File: src/rtl/mips_params.svh
// mips core parameters: widths, reset pc and syscall exit rules
`ifndef MIPS_PARAMS_SVH
`define MIPS_PARAMS_SVH

// datapath and address width
`define MIPS_XLEN 32

// register index width, 32 gprs
`define MIPS_REG_AW 5

// word address width seen on the memory ports
`define MIPS_WORD_AW 30

// pc after reset, start of the text segment
`define MIPS_TEXT_START 32'h00400000

// $v0 value that makes syscall stop the core
`define MIPS_SYSCALL_EXIT 32'd10

// $v0 sits in gpr 2
`define MIPS_REG_V0 2

`endif

File: src/rtl/mips_pkg.sv
// mips core types: opcode, funct, alu operation and select encodings
package mips_pkg;

   // primary opcode, inst[31:26]
   typedef enum logic [5:0] {
      op_special = 6'h00, // r-type, see funct
      op_j       = 6'h02,
      op_beq     = 6'h04,
      op_bne     = 6'h05,
      op_addi    = 6'h08,
      op_addiu   = 6'h09,
      op_slti    = 6'h0a,
      op_sltiu   = 6'h0b,
      op_andi    = 6'h0c,
      op_ori     = 6'h0d,
      op_xori    = 6'h0e,
      op_lui     = 6'h0f,
      op_lw      = 6'h23,
      op_sw      = 6'h2b
   } opcode_e;

   // funct field of special, inst[5:0]
   typedef enum logic [5:0] {
      fn_sll     = 6'h00,
      fn_srl     = 6'h02,
      fn_sra     = 6'h03,
      fn_sllv    = 6'h04,
      fn_srlv    = 6'h06,
      fn_srav    = 6'h07,
      fn_jr      = 6'h08,
      fn_syscall = 6'h0c,
      fn_add     = 6'h20,
      fn_addu    = 6'h21,
      fn_sub     = 6'h22,
      fn_subu    = 6'h23,
      fn_and     = 6'h24,
      fn_or      = 6'h25,
      fn_xor     = 6'h26,
      fn_nor     = 6'h27,
      fn_slt     = 6'h2a,
      fn_sltu    = 6'h2b
   } funct_e;

   // alu operation, fifteen of sixteen codes used
   typedef enum logic [3:0] {
      alu_add, alu_sub, alu_and, alu_or, alu_xor, alu_nor, alu_slt, alu_sltu,
      alu_sll, alu_srl, alu_sra, alu_sllv, alu_srlv, alu_srav, alu_lui
   } alu_op_e;

   typedef enum logic {wb_alu, wb_mem} wb_sel_e; // register write source

   typedef enum logic [1:0] {pc_seq, pc_branch, pc_jump, pc_reg} pc_sel_e;

endpackage

File: src/rtl/mips_ctrl_if.sv
// decoded control bundle and instruction fields, decoder to datapath
`timescale 1ns/10ps
`include "mips_params.svh"

interface mips_ctrl_if;
   logic                    reg_we;      // gpr write
   logic                    reg_dst_rd;  // dest is rd, else rt
   mips_pkg::alu_op_e       alu_op;
   logic                    alu_src_imm; // operand b from imm16
   logic                    imm_signed;  // sign vs zero extend
   mips_pkg::wb_sel_e       wb_sel;
   logic                    mem_we;      // sw
   logic                    is_beq;
   logic                    is_bne;
   logic                    is_j;
   logic                    is_jr;
   logic                    is_syscall;
   logic                    ri;          // reserved instruction

   logic [`MIPS_REG_AW-1:0] rs;
   logic [`MIPS_REG_AW-1:0] rt;
   logic [`MIPS_REG_AW-1:0] rd;
   logic [4:0]              shamt;
   logic [15:0]             imm16;
   logic [25:0]             target26;

   modport dec (output reg_we, reg_dst_rd, alu_op, alu_src_imm, imm_signed, wb_sel, mem_we,
                output is_beq, is_bne, is_j, is_jr, is_syscall, ri,
                output rs, rt, rd, shamt, imm16, target26);
   modport exe (input alu_op, alu_src_imm, imm_signed, wb_sel, shamt, imm16);
   modport rf  (input rs, rt, rd, reg_dst_rd, reg_we);
   modport fet (input is_beq, is_bne, is_j, is_jr, is_syscall, ri, imm16, target26);
endinterface

File: src/rtl/mips_core.sv
// single-cycle mips-i core top, zero-wait instruction and data ports
`timescale 1ns/10ps
`include "mips_params.svh"

module mips_core (
   input  logic                     clk,
   input  logic                     rst_b,
   input  logic [`MIPS_XLEN-1:0]    inst,       // same-cycle fetch data
   output logic [`MIPS_WORD_AW-1:0] inst_addr,
   output logic [`MIPS_WORD_AW-1:0] mem_addr,
   output logic [`MIPS_XLEN-1:0]    mem_wdata,
   input  logic [`MIPS_XLEN-1:0]    mem_rdata,  // same-cycle load data
   output logic                     mem_we,
   output logic                     halted
);
   logic [`MIPS_XLEN-1:0] rs_data;
   logic [`MIPS_XLEN-1:0] rt_data;
   logic [`MIPS_XLEN-1:0] v0_data;
   logic [`MIPS_XLEN-1:0] wr_data;
   logic [`MIPS_XLEN-1:0] alu_out;
   logic [`MIPS_XLEN-1:0] pc;
   logic                  equal;

   mips_ctrl_if ctrl ();

   mips_decode u_decode (
      .inst (inst),
      .ctrl (ctrl)
   );

   mips_regfile u_regfile (
      .clk     (clk),
      .rst_b   (rst_b),
      .ctrl    (ctrl),
      .wr_data (wr_data),
      .halted  (halted),
      .rs_data (rs_data),
      .rt_data (rt_data),
      .v0_data (v0_data)
   );

   mips_execute u_execute (
      .ctrl      (ctrl),
      .rs_data   (rs_data),
      .rt_data   (rt_data),
      .mem_rdata (mem_rdata),
      .alu_out   (alu_out),
      .wr_data   (wr_data),
      .equal     (equal)
   );

   mips_fetch u_fetch (
      .clk     (clk),
      .rst_b   (rst_b),
      .ctrl    (ctrl),
      .rs_data (rs_data),
      .v0_data (v0_data),
      .equal   (equal),
      .pc      (pc),
      .halted  (halted)
   );

   // word addresses, byte offset dropped
   assign inst_addr = pc[`MIPS_XLEN-1:2];
   assign mem_addr  = alu_out[`MIPS_XLEN-1:2];
   assign mem_wdata = rt_data;
   assign mem_we    = ctrl.mem_we & ~halted; // no stores once stopped
endmodule

File: src/rtl/mips_decode.sv
// instruction decoder, splits fields and generates datapath control
`timescale 1ns/10ps
`include "mips_params.svh"

module mips_decode (
   input  logic [`MIPS_XLEN-1:0] inst,
   mips_ctrl_if.dec              ctrl
);
   mips_pkg::opcode_e opcode;
   mips_pkg::funct_e  funct;

   assign opcode = mips_pkg::opcode_e'(inst[31:26]);
   assign funct  = mips_pkg::funct_e'(inst[5:0]);

   // raw fields, no qualification here
   assign ctrl.rs       = inst[25:21];
   assign ctrl.rt       = inst[20:16];
   assign ctrl.rd       = inst[15:11];
   assign ctrl.shamt    = inst[10:6];
   assign ctrl.imm16    = inst[15:0];
   assign ctrl.target26 = inst[25:0];

   always_comb begin
      // safe defaults, nothing written
      ctrl.reg_we      = 1'b0;
      ctrl.reg_dst_rd  = 1'b0;
      ctrl.alu_op      = mips_pkg::alu_add;
      ctrl.alu_src_imm = 1'b0;
      ctrl.imm_signed  = 1'b1;
      ctrl.wb_sel      = mips_pkg::wb_alu;
      ctrl.mem_we      = 1'b0;
      ctrl.is_beq      = 1'b0;
      ctrl.is_bne      = 1'b0;
      ctrl.is_j        = 1'b0;
      ctrl.is_jr       = 1'b0;
      ctrl.is_syscall  = 1'b0;
      ctrl.ri          = 1'b0;
      case (opcode)
         mips_pkg::op_special: begin
            ctrl.reg_we     = 1'b1; // cleared below for jr, syscall, bad funct
            ctrl.reg_dst_rd = 1'b1;
            case (funct)
               mips_pkg::fn_sll:  ctrl.alu_op = mips_pkg::alu_sll;
               mips_pkg::fn_srl:  ctrl.alu_op = mips_pkg::alu_srl;
               mips_pkg::fn_sra:  ctrl.alu_op = mips_pkg::alu_sra;
               mips_pkg::fn_sllv: ctrl.alu_op = mips_pkg::alu_sllv;
               mips_pkg::fn_srlv: ctrl.alu_op = mips_pkg::alu_srlv;
               mips_pkg::fn_srav: ctrl.alu_op = mips_pkg::alu_srav;
               mips_pkg::fn_add, mips_pkg::fn_addu: ctrl.alu_op = mips_pkg::alu_add;
               mips_pkg::fn_sub, mips_pkg::fn_subu: ctrl.alu_op = mips_pkg::alu_sub;
               mips_pkg::fn_and:  ctrl.alu_op = mips_pkg::alu_and;
               mips_pkg::fn_or:   ctrl.alu_op = mips_pkg::alu_or;
               mips_pkg::fn_xor:  ctrl.alu_op = mips_pkg::alu_xor;
               mips_pkg::fn_nor:  ctrl.alu_op = mips_pkg::alu_nor;
               mips_pkg::fn_slt:  ctrl.alu_op = mips_pkg::alu_slt;
               mips_pkg::fn_sltu: ctrl.alu_op = mips_pkg::alu_sltu;
               mips_pkg::fn_jr: begin
                  ctrl.reg_we = 1'b0;
                  ctrl.is_jr  = 1'b1;
               end
               mips_pkg::fn_syscall: begin
                  ctrl.reg_we     = 1'b0;
                  ctrl.is_syscall = 1'b1; // halts only if $v0 is exit code
               end
               default: begin
                  ctrl.reg_we = 1'b0;
                  ctrl.ri     = 1'b1;
               end
            endcase
         end
         mips_pkg::op_j:   ctrl.is_j = 1'b1;
         mips_pkg::op_beq: ctrl.is_beq = 1'b1;
         mips_pkg::op_bne: ctrl.is_bne = 1'b1;
         mips_pkg::op_addi, mips_pkg::op_addiu: begin
            ctrl.reg_we      = 1'b1; // no overflow trap, same as addiu
            ctrl.alu_src_imm = 1'b1;
         end
         mips_pkg::op_slti, mips_pkg::op_sltiu: begin
            ctrl.reg_we      = 1'b1;
            ctrl.alu_src_imm = 1'b1; // sltiu still sign extends
            ctrl.alu_op      = (opcode == mips_pkg::op_slti) ? mips_pkg::alu_slt
                                                             : mips_pkg::alu_sltu;
         end
         mips_pkg::op_andi, mips_pkg::op_ori, mips_pkg::op_xori: begin
            ctrl.reg_we      = 1'b1;
            ctrl.alu_src_imm = 1'b1;
            ctrl.imm_signed  = 1'b0; // logic imms zero extend
            case (opcode)
               mips_pkg::op_andi: ctrl.alu_op = mips_pkg::alu_and;
               mips_pkg::op_ori:  ctrl.alu_op = mips_pkg::alu_or;
               default:           ctrl.alu_op = mips_pkg::alu_xor;
            endcase
         end
         mips_pkg::op_lui: begin
            ctrl.reg_we      = 1'b1;
            ctrl.alu_src_imm = 1'b1;
            ctrl.alu_op      = mips_pkg::alu_lui;
         end
         mips_pkg::op_lw: begin
            ctrl.reg_we      = 1'b1;
            ctrl.alu_src_imm = 1'b1; // base + offset
            ctrl.wb_sel      = mips_pkg::wb_mem;
         end
         mips_pkg::op_sw: begin
            ctrl.mem_we      = 1'b1;
            ctrl.alu_src_imm = 1'b1;
         end
         default: ctrl.ri = 1'b1; // unknown opcode, writes stay off
      endcase
   end

endmodule

File: src/rtl/mips_execute.sv
// execute stage: immediate extend, alu, branch compare, write-back mux
`timescale 1ns/10ps
`include "mips_params.svh"

module mips_execute (
   mips_ctrl_if.exe              ctrl,
   input  logic [`MIPS_XLEN-1:0] rs_data,
   input  logic [`MIPS_XLEN-1:0] rt_data,
   input  logic [`MIPS_XLEN-1:0] mem_rdata,
   output logic [`MIPS_XLEN-1:0] alu_out,
   output logic [`MIPS_XLEN-1:0] wr_data,
   output logic                  equal
);
   logic [`MIPS_XLEN-1:0] imm_ext;
   logic [`MIPS_XLEN-1:0] op_b;
   logic [4:0]            var_sh;  // rs[4:0] for variable shifts

   assign imm_ext = ctrl.imm_signed ? {{16{ctrl.imm16[15]}}, ctrl.imm16}
                                    : {16'b0, ctrl.imm16};
   assign op_b    = ctrl.alu_src_imm ? imm_ext : rt_data;
   assign var_sh  = rs_data[4:0];

   always_comb begin
      case (ctrl.alu_op)
         mips_pkg::alu_add:  alu_out = rs_data + op_b;
         mips_pkg::alu_sub:  alu_out = rs_data - op_b;
         mips_pkg::alu_and:  alu_out = rs_data & op_b;
         mips_pkg::alu_or:   alu_out = rs_data | op_b;
         mips_pkg::alu_xor:  alu_out = rs_data ^ op_b;
         mips_pkg::alu_nor:  alu_out = ~(rs_data | op_b);
         mips_pkg::alu_slt:  alu_out = {{(`MIPS_XLEN-1){1'b0}}, $signed(rs_data) < $signed(op_b)};
         mips_pkg::alu_sltu: alu_out = {{(`MIPS_XLEN-1){1'b0}}, rs_data < op_b};
         // shifts always act on rt
         mips_pkg::alu_sll:  alu_out = rt_data << ctrl.shamt;
         mips_pkg::alu_srl:  alu_out = rt_data >> ctrl.shamt;
         mips_pkg::alu_sra:  alu_out = $signed(rt_data) >>> ctrl.shamt;
         mips_pkg::alu_sllv: alu_out = rt_data << var_sh;
         mips_pkg::alu_srlv: alu_out = rt_data >> var_sh;
         mips_pkg::alu_srav: alu_out = $signed(rt_data) >>> var_sh;
         mips_pkg::alu_lui:  alu_out = {ctrl.imm16, 16'b0};
         default:            alu_out = rs_data + op_b; // spare code
      endcase
   end

   assign wr_data = (ctrl.wb_sel == mips_pkg::wb_mem) ? mem_rdata : alu_out;
   assign equal   = (rs_data == rt_data); // beq/bne condition
endmodule

File: src/rtl/mips_fetch.sv
// fetch unit: pc register, next-pc select and sticky halt
`timescale 1ns/10ps
`include "mips_params.svh"

module mips_fetch (
   input  logic                  clk,
   input  logic                  rst_b,
   mips_ctrl_if.fet              ctrl,
   input  logic [`MIPS_XLEN-1:0] rs_data,
   input  logic [`MIPS_XLEN-1:0] v0_data,
   input  logic                  equal,
   output logic [`MIPS_XLEN-1:0] pc,
   output logic                  halted
);
   logic [`MIPS_XLEN-1:0] pc_plus4;
   logic [`MIPS_XLEN-1:0] br_target;
   logic [`MIPS_XLEN-1:0] j_target;
   logic [`MIPS_XLEN-1:0] pc_next;
   logic                  taken;
   logic                  halt_now;  // this instruction stops the core
   mips_pkg::pc_sel_e     pc_sel;

   assign pc_plus4  = pc + 32'd4;
   assign br_target = pc_plus4 + {{14{ctrl.imm16[15]}}, ctrl.imm16, 2'b00};
   assign j_target  = {pc[31:28], ctrl.target26, 2'b00}; // same 256MB region
   assign taken     = (ctrl.is_beq & equal) | (ctrl.is_bne & ~equal);

   always_comb begin
      if (ctrl.is_jr)
         pc_sel = mips_pkg::pc_reg;
      else if (ctrl.is_j)
         pc_sel = mips_pkg::pc_jump;
      else if (taken)
         pc_sel = mips_pkg::pc_branch;
      else
         pc_sel = mips_pkg::pc_seq;
   end

   always_comb begin
      case (pc_sel)
         mips_pkg::pc_branch: pc_next = br_target;
         mips_pkg::pc_jump:   pc_next = j_target;
         mips_pkg::pc_reg:    pc_next = rs_data;
         default:             pc_next = pc_plus4;
      endcase
   end

   assign halt_now = ctrl.ri | (ctrl.is_syscall & (v0_data == `MIPS_SYSCALL_EXIT));

   always_ff @(posedge clk or negedge rst_b) begin
      if (!rst_b) begin
         pc     <= `MIPS_TEXT_START;
         halted <= 1'b0;
      end else begin
         if (halt_now)
            halted <= 1'b1; // sticky until reset
         if (!halt_now && !halted)
            pc <= pc_next;  // frozen on the halting instruction
      end
   end
endmodule

File: src/rtl/mips_regfile.sv
// general purpose register file, two async reads, one write, $v0 tap
`timescale 1ns/10ps
`include "mips_params.svh"

module mips_regfile (
   input  logic                 clk,
   input  logic                 rst_b,
   mips_ctrl_if.rf              ctrl,
   input  logic [`MIPS_XLEN-1:0] wr_data,
   input  logic                 halted,
   output logic [`MIPS_XLEN-1:0] rs_data,
   output logic [`MIPS_XLEN-1:0] rt_data,
   output logic [`MIPS_XLEN-1:0] v0_data
);
   logic [`MIPS_XLEN-1:0]   regs [1 << `MIPS_REG_AW];
   logic [`MIPS_REG_AW-1:0] wr_idx;

   assign wr_idx = ctrl.reg_dst_rd ? ctrl.rd : ctrl.rt; // r-type vs i-type dest

   always_ff @(posedge clk or negedge rst_b) begin
      if (!rst_b) begin
         for (int i = 0; i < (1 << `MIPS_REG_AW); i++) begin
            regs[i] <= '0;
         end
      end else if (ctrl.reg_we && !halted && (wr_idx != '0)) begin
         regs[wr_idx] <= wr_data; // r0 never written so reads 0
      end
   end

   assign rs_data = regs[ctrl.rs];
   assign rt_data = regs[ctrl.rt];
   assign v0_data = regs[`MIPS_REG_V0]; // syscall argument
endmodule

File: config.mk
export PLATFORM = sky130hd
export DESIGN_NAME = mips_core
export DESIGN_NICKNAME = d
export VERILOG_FILES = /design/src/rtl/mips_pkg.sv /design/src/rtl/mips_ctrl_if.sv /design/src/rtl/mips_core.sv /design/src/rtl/mips_decode.sv /design/src/rtl/mips_execute.sv /design/src/rtl/mips_fetch.sv /design/src/rtl/mips_regfile.sv
export VERILOG_INCLUDE_DIRS = /design/src /design/src/rtl
export SDC_FILE = /design/constraint.sdc
export NUM_CORES = 2
export LEC_CHECK = 0
export ABC_AREA = 0
export BUFFER_PORTS_ARGS = -buffer_cell sky130_fd_sc_hd__buf_2
export CAP_MARGIN = 20
export CORE_AREA = 3 3 401 403
export CTS_CLUSTER_SIZE = 14
export DETAILED_ROUTE_END_ITERATION = 6
export DIE_AREA = 0 0 404 406
export PLACE_DENSITY = 0.71
export SYNTH_ARGS = -nofsm -noshare
export SYNTH_HDL_FRONTEND = slang
export SYNTH_SLANG_ARGS = --single-unit
File: constraint.sdc
create_clock -name clk -period 12.2 [get_ports clk]
set_clock_uncertainty 0.15 [all_clocks]
set_input_delay 3.66 -clock clk [delete_from_list [all_inputs] [get_ports clk]]
set_output_delay 3.66 -clock clk [all_outputs]
set_load 0.005 [all_outputs]
; ---- Word level (Yosys, flattened, before mapping)
; Cells that the tools add are included.
[word_totals]
out_inout_bits = 94
elab_cells = 171
input_bits = 66
register_bits = 1057
[op_classes]
eq_ne = 49
bitwise = 16
magnitude_cmp = 6
shifts = 6
addsub = 4
n_reduce_logical = 18
n_mux = 37
[ops]
columns = op, count
row1 = bitwise mux 1024 bit, 1
row2 = one-hot mux 32 bit (14 select lines), 1
row3 = binary-select mux 32 bit (select 5 bit), 2
row4 = two-way mux 32 bit, 8
row5 = demux 32 bit (select 5 bit), 1
row6 = one-hot mux 32 bit (3 select lines), 1
row7 = == test 6 bit (second input constant), 12
row8 = adder 32 bit, 2
row9 = less-than comparator 32 bit, 2
row10 = << shifter 32 x 5 -> 32 bit, 2
row11 = >> shifter 32 x 5 -> 32 bit, 2
row12 = >>> shifter 32 x 5 -> 32 bit, 2
row13 = == test 6 x 4 -> 1 bit (second input constant), 10
row14 = one-hot mux 4 bit (13 select lines), 1
row15 = adder 32 x 3 -> 32 bit (second input constant), 1
row16 = AND 32 bit, 1
row17 = == test 32 bit, 1
row18 = == test 32 x 4 -> 1 bit (second input constant), 1
row19 = NOT 32 bit, 1
row20 = bitwise OR 32 bit, 1
row21 = subtractor 32 bit, 1
row22 = XOR 32 bit, 1
row23 = == test 6 x 3 -> 1 bit (second input constant), 5
row24 = == test 4 bit (second input constant), 7
row25 = 30 further kinds, 69

; ---- Logic depth before layout (Yosys ltp)
[depth]
ltp_word = 14
mapped_depth = 28

; ---- Modules after synthesis
; A second synthesis with hierarchy kept.
[unflattened]
cells_unflattened = 7209
area_unflattened_um2 = 73953.4
[modules_own_cells]
columns = mod, cells_each, area_each_um2, n_inst
row1 = mips_regfile, 4672, 55973.7, 1
row2 = mips_execute, 1845, 12806.0, 1
row3 = mips_fetch, 560, 4239.1, 1
row4 = mips_decode, 131, 920.9, 1
row5 = mips_core, 1, 13.8, 1

; ---- Least setup slack after synthesis
; Ideal clock, no wire load.
[synth_path]
kind = input to output
start = input port inst[18]
end = output port mem_addr[20]
path_buffers = 4
cell_stages = 24
arrival_ns = 8.793
slack_ns = -0.403
cell_sequence = buf_2 -> buf_2 -> buf_2 -> buf_1 -> mux2i_1 -> a221oi_1 -> o21ai_0 -> nand4_1 -> inv_1 -> a21oi_1 -> ha_1 -> inv_1 -> fa_1 -> nor2_1 -> o21ai_0 -> a21oi_1 -> o21a_1 -> o311ai_0 -> nor3b_1 -> or3_1 -> o31ai_1 -> a2bb2oi_1 -> mux2i_1 -> or4_1
[synth_lines]
columns = element, line_no
row1 = start: declaration, mips_core.sv:8  ; input logic [`MIPS_XLEN-1:0] inst,
row2 = NOT 5 -> 6 bit (implied by the code) *, mips_regfile.sv:31  ; assign rt_data = regs[ctrl.rt];
row3 = binary-select mux 32 bit (select 5 bit) *, mips_regfile.sv:31
row4 = two-way mux 32 bit (implied by the code) * (2 in series), mips_regfile.sv:31
row5 = via mem_wdata[0], mips_core.sv:11  ; output logic [`MIPS_XLEN-1:0] mem_wdata,
row6 = two-way mux 32 bit, mips_execute.sv:20  ; assign op_b = ctrl.alu_src_imm ? imm_ext : rt_data;
row7 = adder 32 bit or subtractor 32 bit (tied branches), "mips_execute.sv:25, mips_execute.sv:41, mips_execute.sv:26"
row8 = one-hot mux 32 bit (14 select lines) *, mips_execute.sv:24  ; case (ctrl.alu_op)
row9 = end: declaration, mips_core.sv:10  ; output logic [`MIPS_WORD_AW-1:0] mem_addr,
; The timed path passes the listed nets; every way through them passes the cells marked *. The select of a mux whose other input is x is not followed.

; ---- Worst setup path after layout
[layout_path]
start = input port inst[18]
end = output port mem_addr[15]
[layout_via]
elab_chain_len = 8
[layout_lines]
columns = element, line_no
row1 = NOT 5 -> 6 bit (implied by the code) *, mips_regfile.sv:31
row2 = binary-select mux 32 bit (select 5 bit) *, mips_regfile.sv:31
row3 = two-way mux 32 bit (implied by the code) * (2 in series), mips_regfile.sv:31
row4 = branches (longest 3 deep; another with adder 32 bit), --
row5 = one-hot mux 32 bit (14 select lines) *, mips_execute.sv:24
; Mark *: on every way between the ends. The select of a mux whose other input is x is not followed.

==> metrics.txt <==
status=complete, but fails checks; failing checks=setup timing; Slew Viols, Final=0; met1 wire length=124 mm; worst-path fanout max=8; Net count, final=8096; Post-DP HPWL=236 mm; DRT Pass-1 Iters=6; CTS Sinks=between 1000 and 1500; CTS tree=yes; reg2reg setup slack=5340 ps; P_leak=just under 40 nW; Final Cell Area=0.0868 sq mm; Peak Freq=81.3 MHz; die area=between 0.15 and 0.2 sq mm; endpoint class of the critical path=primary output; global-route wire length before repair=approximately 470 mm; vias in the first global route=65146; P per Cell Area=105 mW/mm^2; reg2reg end=u_fetch.pc[31]$_DFFE_PN0P_; routed length per placed instance=33.2 um; I/O Buffers=around 160; fin crit period=12300 ps; number of cells on the worst hold path=0; Yosys top cell area share=0.381; Slew @ Worst Pin=approximately 1200 ps; CTS clk-pin slew, worst paths=60 ps; Reg2Reg Depth=18; hold buffer count at cts=0; Via density=around 6.6; placed cell areas=approximately 0.08 sq mm; Area contributors post-synth=dfrtp_1, mux4_2, mux2i_1; number of placement rows=around 150; Starting Density=0.439; Reg2Reg Launch Point=u_regfile.v0_data[2]$_DFFE_PN0P_; Root Buffer=clkbuf_16; Post-DRT Antenna Nets=0; Net Count, Synth=7215; Hold Crit Class=flop to flop; Hold Path End=u_regfile.regs[1015]$_DFFE_PN0P_; ys flop type=dfrtp_1; core area=about 0.16 sq mm; WL met2=145 mm; # DRC=0; Netlist Area Pre-Place=0.0693 sq mm; final hold viol count=0; Overflow after GRT=0; area leader, netlist=dfrtp_1; Ys Warns=0; Longest Clk Path Bufs=3; initial antenna violation count=20; headroom to the max-slew limit=0.184; register area share after synthesis=0.381; WS Path Type=input port to primary output; Area Overhead vs Synth=25.2%; RSZ-0062 raised after global routing=true; Final Util=0.550; final setup violation count=3; highest routed layer=met5; Routed met3 length=39.0 mm; CTS H-tree depth=3; #FFs+latches synth=between 1000 and 1500; Post-Synthesis Cells=7024; most frequent cells in the layout=buf_4, dfrtp_1, nand2_1; Skew-Pair Late Insertion Delay=760 ps; startpoint types=input port; WL final=roughly 340 mm; share of cells above drive strength 1=0.329; largest net degree at the start of global routing=190; Inserted Clock Buffers=109; Required @ worst endpoint=8390 ps; gr usage total=0.400; Yosys cell types=114; hold path startpoint=u_regfile.regs[1015]$_DFFE_PN0P_; die span in x=roughly 400 um; post-route setup slack=-95.4 ps; I/O pin total=160; number of flip-flops in the largest register=between 900 and 1000; Arrival @ worst endpoint=8490 ps; Mean Syn Cell Area=approximately 9.9 sq um; DRT iter0 DRCs=8849; routability-driven placement congestion ratio=1.08; Max Cap Viol=0; routed vias=66901; Post-synth ARST share=1.00; commonest non-fill, non-tap cell in the layout=buf_4; Post-synth EDFFs=0; peak supply drop=179 uV; Tcrit/Tclk final=1.01; height of the die=406 um
==> synth_stat cells (all sizes together) (11+ instances only) <==
master   instances
and3            34
o21a            37
o31ai           80
o22ai           22
mux2           252
nand3          127
o211ai          35
ha             122
o2111ai         11
a21o            40
clkbuf         445
or3             20
and2            22
nand2b          26
a222oi          11
o21bai          28
a211o           11
dfrtp         1054
nor2b           18
a221oi          38
xnor2           79
o21ai          829
o221ai          24
nand2          976
nand4           70
nor3           166
a221o           11
a211oi          72
mux4           425
nor4            22
mux2i          409
a21oi          321
or4             11
nor2           376
a22oi          224
xor2            24
buf            215
inv            130
a31oi           72
==> stage by stage <==
step / instances / setup slack [ps] / power, mW / hold WS [ps] / setup TNS [ps]
after floorplan: 7024 / -12.6 / 4.38 / 295 / -12.6
after global placement: 9748 / -924 / 5.32 / 230 / -8360
after detailed placement: 9750 / -979 / 5.33 / 236 / -8180
after CTS: 10008 / -38.6 / 9.02 / 250 / -38.6
after global routing: 10069 / -170 / 9.34 / 259 / -787
final: 10082 / -95.4 / 9.11 / 250 / -220
==> final cells by class <==
class	count	area, sq um
Fill cell	13624	71000
Tap cell	2072	2590
Sequential cell	1055	26400
Clock inverter	54	800
Multi-Input combinational cell	5177	41100
Clock buffer	148	3160
Antenna cell	14	35.0
Timing Repair Buffer	1430	12200
Inverter	132	505
==> power breakdown <==
group,switching [mW],internal [mW]
Sequential,0.0131,3.51
Combinational,1.20,0.712
Clock,1.52,2.16
==> logic make-up (layout without fill, tap and decap cells) <==
family | Yosys count | count (layout) | synth area share
xor gates and xnor gates | 103 | 103 | 0.0130
DFF | 1055 | 1055 | 0.381
buffers and inverters | 792 | 1764 | 0.0482
adders and majority gates | 125 | 125 | 0.0229
other | 0 | 14 | 0
muxes | 1086 | 1086 | 0.239
and+or+nand+nor | 1912 | 1912 | 0.122
AOI/OAI and AO/OA | 1951 | 1951 | 0.175
==> per-layer routing <==
layer  up-vias  global-route usage
li1      27863                   -
met1     33315               0.508
met2      4571               0.599
met3      1144               0.110
met4         8               0.267
met5         -                   0
==> critical path, stage by stage <==
cell and delay, ps:
buf_8 140, buf_12 140, buf_4 230, mux2i_1 340, a22oi_1 110, nand3_1 100, nand4_1 170, nor2_2 180
a21oi_2 50, buf_4 150, ha_4 220, a21o_1 170, a21oi_2 160, o21ai_1 90, and2_4 140, o21a_1 170
o311a_1 350, o31a_1 340, buf_4 170, nor2_4 80, o21a_1 140, xor2_1 160, buf_4 160, o221ai_2 90
or4_4 590, buf_6 140
==> worst max path at each step <==
stage / startpoint / end / depth (start not counted)
after floorplan: inst[20] / mem_addr[20] / 24
after global placement: inst[20] / mem_addr[12] / 23
after detailed placement: inst[20] / mem_addr[12] / 23
after CTS: inst[21] / mem_addr[19] / 21
after global routing: inst[16] / mem_addr[15] / 24
final: inst[18] / mem_addr[15] / 26
==> what timing repair did <==
action / 4_1_cts / 5_1_grt
buffers inserted: 44 / 54
pin swaps: 25 / 66
endpoints found under the hold margin: 0 / 0
cloned: 12 / 1
resized for setup: 142 / 160
endpoints found under the setup margin: 24 / 28
No activity file was read; power rests on OpenSTA's default activity.
